<file path="config.mk">
export PLATFORM = sky130hd
export DESIGN_NAME = operand_feeder
export DESIGN_NICKNAME = d
export VERILOG_FILES = /design/src/verilog/matmul_pkg.sv /design/src/verilog/operand_feeder.sv
export SDC_FILE = /design/constraint.sdc
export NUM_CORES = 1
export LEC_CHECK = 0
export BUFFER_PORTS_ARGS = -buffer_cell sky130_fd_sc_hd__buf_2
export CAP_MARGIN = 0
export CORE_ASPECT_RATIO = 1.25
export CORE_MARGIN = 1
export CORE_UTILIZATION = 45
export CTS_BUF_LIST = sky130_fd_sc_hd__clkbuf_16
export DETAILED_ROUTE_END_ITERATION = 10
export GPL_ROUTABILITY_DRIVEN = 0
export GPL_TIMING_DRIVEN = 0
export PLACE_DENSITY = 0.79
export SYNTH_ARGS = -nofsm -noshare
export SYNTH_HDL_FRONTEND = slang
export SYNTH_SLANG_ARGS = --single-unit
</file>
<file path="constraint.sdc">
create_clock -name clk -period 3.35 [get_ports clk]
set_input_delay 0.5025 -clock clk [delete_from_list [all_inputs] [get_ports clk]]
set_output_delay 0.5025 -clock clk [all_outputs]
set_load 0.01 [all_outputs]
</file>
<file path="src/verilog/matmul_pkg.sv">
package matmul_pkg;

  // array geometry and operand widths
  localparam int ARRAY_DIM = 4;
  localparam int ELEM_W = 16;
  localparam int ADDR_W = 7;
  localparam int MEM_DEPTH = 128;

  typedef logic [ELEM_W-1:0] elem_t;

  // full precision product sum
  typedef logic [2*ELEM_W-1:0] acc_t;

  typedef logic [ADDR_W-1:0] addr_t;

  // one memory word, lane 0 in the low bits
  typedef elem_t [ARRAY_DIM-1:0] lane_word_t;

  // reported when an accumulator no longer fits an element
  localparam elem_t SAT_VALUE = '1;

  // from the first operand word leaving memory until every cell is final:
  // 4 feed cycles, 3 skew cycles, 3 hops across the grid
  localparam int CAPTURE_DELAY = 10;

endpackage
</file>
<file path="src/verilog/operand_feeder.sv">
`timescale 1ns/10ps

module operand_feeder (
  input  logic                   clk,
  input  logic                   reset,
  input  logic                   start,
  input  matmul_pkg::lane_word_t a_word,
  input  matmul_pkg::lane_word_t b_word,
  output matmul_pkg::addr_t      rd_addr,
  output logic                   clear,
  output matmul_pkg::lane_word_t a_lanes,
  output matmul_pkg::lane_word_t b_lanes,
  output logic                   capture
);

  localparam int DIM = matmul_pkg::ARRAY_DIM;
  localparam int EW = matmul_pkg::ELEM_W;
  // the first word leaves memory one cycle after address 0
  localparam int CAPTURE_CNT = matmul_pkg::CAPTURE_DELAY + 1;
  localparam int CNT_W = $clog2(CAPTURE_CNT + 1);

  typedef enum logic [1:0] {IDLE, FEED, FLUSH} state_t;

  state_t state;
  logic [CNT_W-1:0] cnt;
  logic word_valid;
  // a and b of one lane travel together, {b, a}
  logic [2*EW-1:0] pair_in [DIM];
  logic [2*EW-1:0] pair_out [DIM];

  always_ff @(posedge clk) begin
    if (reset) begin
      state <= IDLE;
      cnt <= '0;
    end else begin
      case (state)
        IDLE: begin
          if (start) begin
            state <= FEED;
            cnt <= '0;
          end
        end
        FEED: begin
          cnt <= cnt + 1'b1;
          if (cnt == CNT_W'(DIM - 1)) begin
            state <= FLUSH;
          end
        end
        FLUSH: begin
          cnt <= cnt + 1'b1;
          if (cnt == CNT_W'(CAPTURE_CNT)) begin
            state <= IDLE;
          end
        end
        default: state <= IDLE;
      endcase
    end
  end

  // memory data lags the address by one cycle
  always_ff @(posedge clk) begin
    if (reset) begin
      word_valid <= 1'b0;
    end else begin
      word_valid <= (state == FEED);
    end
  end

  assign rd_addr = (state == FEED) ? matmul_pkg::addr_t'(cnt) : '0;
  assign clear = (state == FEED) && (cnt == '0);
  assign capture = (state == FLUSH) && (cnt == CNT_W'(CAPTURE_CNT));

  // zero lanes outside the feed window
  always_comb begin
    for (int i = 0; i < DIM; i++) begin
      pair_in[i] = word_valid ? {b_word[i], a_word[i]} : '0;
    end
  end

  // triangular skew, lane i waits i cycles
  for (genvar i = 0; i < DIM; i++) begin : g_skew
    if (i == 0) begin : g_direct
      assign pair_out[i] = pair_in[i];
    end else begin : g_delay
      logic [2*EW-1:0] dly [i];

      always_ff @(posedge clk) begin
        if (reset) begin
          dly <= '{default: '0};
        end else begin
          dly[0] <= pair_in[i];
          for (int k = 1; k < i; k++) begin
            dly[k] <= dly[k-1];
          end
        end
      end

      assign pair_out[i] = dly[i-1];
    end
  end

  always_comb begin
    for (int i = 0; i < DIM; i++) begin
      a_lanes[i] = pair_out[i][EW-1:0];
      b_lanes[i] = pair_out[i][2*EW-1:EW];
    end
  end

  // the drain samples a fixed distance after the clear of the same run
  assert property (@(posedge clk) disable iff (reset)
    capture |-> (state == FLUSH) && $past(clear, CAPTURE_CNT))
    else $error("capture outside flush or off its clear by more than %0d", CAPTURE_CNT);

endmodule

</file>
After elaboration in Yosys (flattened, before gate mapping)
Cells that the tools add are included.
{"block": "op_classes", "n_addsub": 1, "mux": 8, "n_reduce_logical": 9, "eq_ne": 7, "n_bitwise": 1}
{"op": "two-way mux 32 bit", "count": 1}
{"op": "two-way mux 4 bit", "count": 2}
{"op": "case mux 4 bit (2 select lines)", "count": 1}
{"op": "two-way mux 2 bit", "count": 3}
{"op": "case mux 2 bit (3 select lines)", "count": 1}
{"op": "adder 4 x 1 -> 4 bit, second input constant", "count": 1}
{"op": "== test 4 x 2 -> 1 bit, second input constant", "count": 1}
{"op": "== test 4 bit, second input constant", "count": 1}
{"op": "zero test 4 bit", "count": 1}
{"op": "!= test 2 bit, second input constant", "count": 2}
{"op": "OR reduction 2 bit", "count": 2}
{"op": "AND reduction 3 bit", "count": 1}
{"op": "== test 2 x 1 -> 1 bit, second input constant", "count": 1}
{"op": "== test 2 bit, second input constant", "count": 1}
{"op": "logical AND 1 bit", "count": 2}
{"op": "zero test 2 bit", "count": 1}
{"op": "!= test 2 x 1 -> 1 bit, second input constant", "count": 1}
{"op": "AND reduction 2 bit", "count": 1}
{"op": "nonzero test 2 bit", "count": 1}
{"op": "inverter 1 bit", "count": 1}
{"block": "word_totals", "inputBits": 131, "ff_bits": 199, "wordCells": 35, "output_inout_bits": 137}

Longest topological paths before layout
{"block": "logic_depth", "ltp_word": 4, "depth_mapped": 7, "depth_no_buf": 6}

Worst setup path before layout
Ideal clock, no wire load.
{"block": "synth_timing", "path_kind": "flip-flop to flip-flop", "startpoint": "register state[1]", "endpoint": "register state[1]", "n_path_buf": 1, "synth_period_minus_slack_ns": 1.545, "path_slack_ns": 1.805, "t_required_ns": 3.238, "arrival_ns": 1.433, "setup_ns": 0.112, "stages_incl_launch_ff": 8, "path_cell_list": "dfxtp_1 inv_1 ha_1 clkbuf_2 and2_4 nor3_2 a21oi_1 a2111oi_1"}
{"block": "synth_via", "elab_chain_len": 3, "elab_cells_between_ends": 8, "cone_classes": "5 x eq/ne; 1 x mux; 2 x reduce/logical"}
{"item": "from (decl)", "line": "operand_feeder.sv:24", "text": "state_t state;"}
{"item": "from (signal assigned)", "line": "operand_feeder.sv:33", "text": "state <= IDLE;"}
{"item": "from (signal assigned)", "line": "operand_feeder.sv:39", "text": "state <= FEED;"}
{"item": "from (signal assigned)", "line": "operand_feeder.sv:46", "text": "state <= FLUSH;"}
{"item": "== test 2 bit (tied with other cells)", "line": "operand_feeder.sv:36", "text": "case (state)"}
{"item": "!= test 2 x 1 -> 1 bit (no source line) / != test 2 bit (equally long branches)"}
{"item": "AND reduction 3 bit (no source line)"}
Parallel ways exist; a longest one is shown, timed or not.
A chain may end at the register's enable or synchronous reset.

Worst setup path after layout
{"block": "layout_timing", "startpoint": "register state[1]", "endpoint": "output port clear"}
{"block": "layout_via", "elab_chain_len": 2}
{"item": "== test 2 x 1 -> 1 bit", "line": "operand_feeder.sv:70", "text": "assign clear = (state == FEED) && (cnt == '0);"}
{"item": "logical AND 1 bit", "line": "operand_feeder.sv:70"}
{"item": "to (decl)", "line": "operand_feeder.sv:10", "text": "output logic clear,"}
Every way passes these cells.

==> run_results.csv <==
group,metric,value,unit
placed_design,portBuffers,264,
logic_synthesis,ys.flop_type,"dfxtp_1",
detailed_routing,via_per_inst,4.16,
cells_and_area,fillers,1156,
global_route,grt_pass1_vias,4020,
global_route,grt.total_usage,17.1,%
sta,max_slew_margin,55.9,%
detailed_routing,drt_wl_total,12.4,mm
worst_setup_path,worst_ep_required_time,2.85,ns
flow_run,maxCapViolations,0,
sta,worst-slew-pin-transition,0.661,ns
logic_synthesis,syn_inst,565,
logic_synthesis,ys_async_sr_fraction,0,%
worst_setup_path,crit_arrival,1.61,ns
clock_tree,clockBufferDepth,2,
logic_synthesis,yosysSeqAreaShare,62.9,%
placed_design,place_hpwl,9.74,mm
min_path,min_to,"g_skew[2].g_delay.dly[51]$_SDFF_PP0_",
sta,rsz0062_at_grt,"no",
status,status,"finished, final reports clean",
clock_tree,holdBufCountCts,0,
logic_synthesis,ys_top_cells_by_count,"dfxtp_1, and2_1, nor2b_1, buf_4, clkbuf_1",
detailed_routing,post-route-drc-count,0,
floorplan,die_y,135,um
detailed_routing,vias,4318,
worst_setup_path,r2r-start,"word_valid$_SDFF_PP0_",
clock_tree,cts_max_level,4,
sta,finalCriticalPeriod,2.11,ns
global_route,overflow,0,
detailed_routing,wl_per_cell,12.0,um
sta,setup_viol,0,
sta,hold_viol,0,
worst_setup_path,critPathMaxFanout,10,
logic_synthesis,syn_area,0.00633,mm^2
clock_tree,ctsRootBufferMaster,"clkbuf_16",
logic_synthesis,synth_seq_cells,199,
power_and_ir_drop,power,4.59,mW
cells_and_area,layout-drive-gt1-share,42.6,%
floorplan,num_rows,48,
min_path,hp-class,"in -> reg",
clock_tree,postCtsSetupBuffers,0,
clock_tree,clk_pin_slew,0.08,ns
sta,fin_worst_skew,0.0131,ns
clock_tree,numCtsBuffers,17,
worst_setup_path,r2r_end,"g_skew[1].g_delay.dly[1]$_SDFF_PP0_",
detailed_routing,ant_nets,0,
global_route,antenna_found_initial,2,
cells_and_area,fin_util,61.4,%
clock_tree,insertion_delay,0.42,ns
logic_synthesis,yosys.area.top_type,"dfxtp_1",
cells_and_area,multi_input_area,0.00174,mm^2
worst_setup_path,rrSetupSlack,1.53,ns
global_route,grt_first_pass_wirelength,18.6,mm
cells_and_area,syn_to_final_growth,33.4,%
sta,worst_slack,1.24,ns
floorplan,coreArea,0.0138,mm^2
min_path,hold_depth,2,
cells_and_area,final_nets,986,
detailed_routing,firstDrtPassIters,4,
logic_synthesis,synth.area.top_cells,"dfxtp_1, and2_1, nor2b_1",
worst_setup_path,start_kind,"flop",
global_route,grt_start_max_net_pins,19,
floorplan,die_x,108,um
sta,fin_setup_tns,0,ns
logic_synthesis,avgSynthCellArea,11.2,um^2
sta,post-route-period-util,63.1,%
floorplan,start_util,46.0,%
sta,fmax,473,MHz
worst_setup_path,startpoint,"state[1]$_SDFFE_PP0P_",
worst_setup_path,r2r.worst_path.cells,4,
worst_setup_path,end_kind,"output pin",
floorplan,io_pins,268,
logic_synthesis,synth_top_area_share,62.9,%
power_and_ir_drop,power_leakage,4.27,nW
logic_synthesis,yosysWarnings,0,
clock_tree,cts_sinks,199,
floorplan,die_area,0.0146,mm^2
power_and_ir_drop,peakVddDrop,0.428,mV
logic_synthesis,synth.most_common_cell,"dfxtp_1",
clock_tree,cts_tree,"done",
power_and_ir_drop,pwr_density_cell,544,mW/mm^2
detailed_routing,drt-initial-drc-count,74,
sta,slew_violations,0,
worst_setup_path,path_class,"reg -> out",
placed_design,place_ws,1.23,ns
cells_and_area,seq_area,0.00398,mm^2
clock_tree,ctsResizeCount,0,
logic_synthesis,post_synth_num_cell_types,30,
logic_synthesis,synth_edf_count,0,
min_path,min-delay-start,"b_word[35]",
==> stage by stage <==
step	area, um^2	hold WS [ns]	std cells
2_1_floorplan	6340	0.414	567
3_3_place_gp	7880	0.414	1006
3_5_place_dp	7880	0.420	1006
4_1_cts	8450	0.265	1038
5_1_grt	8450	0.266	1038
6_report	8450	0.281	1039
==> state kept, by name, summed over array words and instances, names as in the netlist <==
register,flops
word_valid,1
state,2
cnt,4
a_lanes,32
g_skew.g_delay.dly,128
b_lanes,32
==> placed cells by master (no fill, tap or decap), drive strengths merged, types with 5 or more instances in the layout <==
cell / n
inv: 12
a21oi: 5
clkinv: 5
ha: 5
clkbuf: 40
nor2b: 99
buf: 333
and2: 133
dfxtp: 199
==> final cells by class <==
class                   count  share of cell area (%)
flip-flops and latches    199                    47.2
inverters                   5                   0.222
well taps                 175                    2.59
clock inverters            15                    1.67
repair buffers            264                    15.6
clock buffers              17                    5.04
multi-input cells         271                    20.6
plain buffers              92                    7.08
diodes                      1                  0.0296
==> logic make-up (layout without fill, tap and decap cells) <==
| kind of cell | Yosys count | count (layout) | synth area share, % |
|---|---|---|---|
| and+or+nand+nor | 250 | 250 | 24.8 |
| DFF | 199 | 199 | 62.9 |
| buffers and inverters | 97 | 393 | 9.74 |
| adders and majority gates | 5 | 5 | 0.988 |
| AOI/OAI and AO/OA | 13 | 13 | 1.48 |
| other | 1 | 4 | 0.0592 |
==> metal layers <==
layer	GRT usage [%]	wire [um]
met4	6.77	244
met5	0	10
met1	15.9	4500
met2	32.6	6630
met3	6.61	1060
==> how the worst max path moves through the flow <==
stage | end | slack (ns)
floorplan | state[1]$_SDFFE_PP0P_ | 1.80
global placement | g_skew[1].g_delay.dly[0]$_SDFF_PP0_ | 1.23
detailed placement | g_skew[1].g_delay.dly[0]$_SDFF_PP0_ | 1.23
CTS | clear | 1.21
global route | clear | 1.14
finish | clear | 1.24
==> power by group <==
group          total, mW  internal (mW)  switching, mW  leakage (nW)
registers           2.42           2.41         0.0115          1.61
logic              0.242          0.128          0.114          2.39
clock network       1.93           1.05          0.889         0.274
total               4.59           3.58           1.01          4.27
==> worst max-delay path, cell delays in order, from the launching register on <==
cell and delay, ns:
dfxtp_1 0.37, inv_1 0.08, ha_1 0.17, clkbuf_2 0.18
and4bb_2 0.26, buf_2 0.14
(Power assumes the default switching activity.)
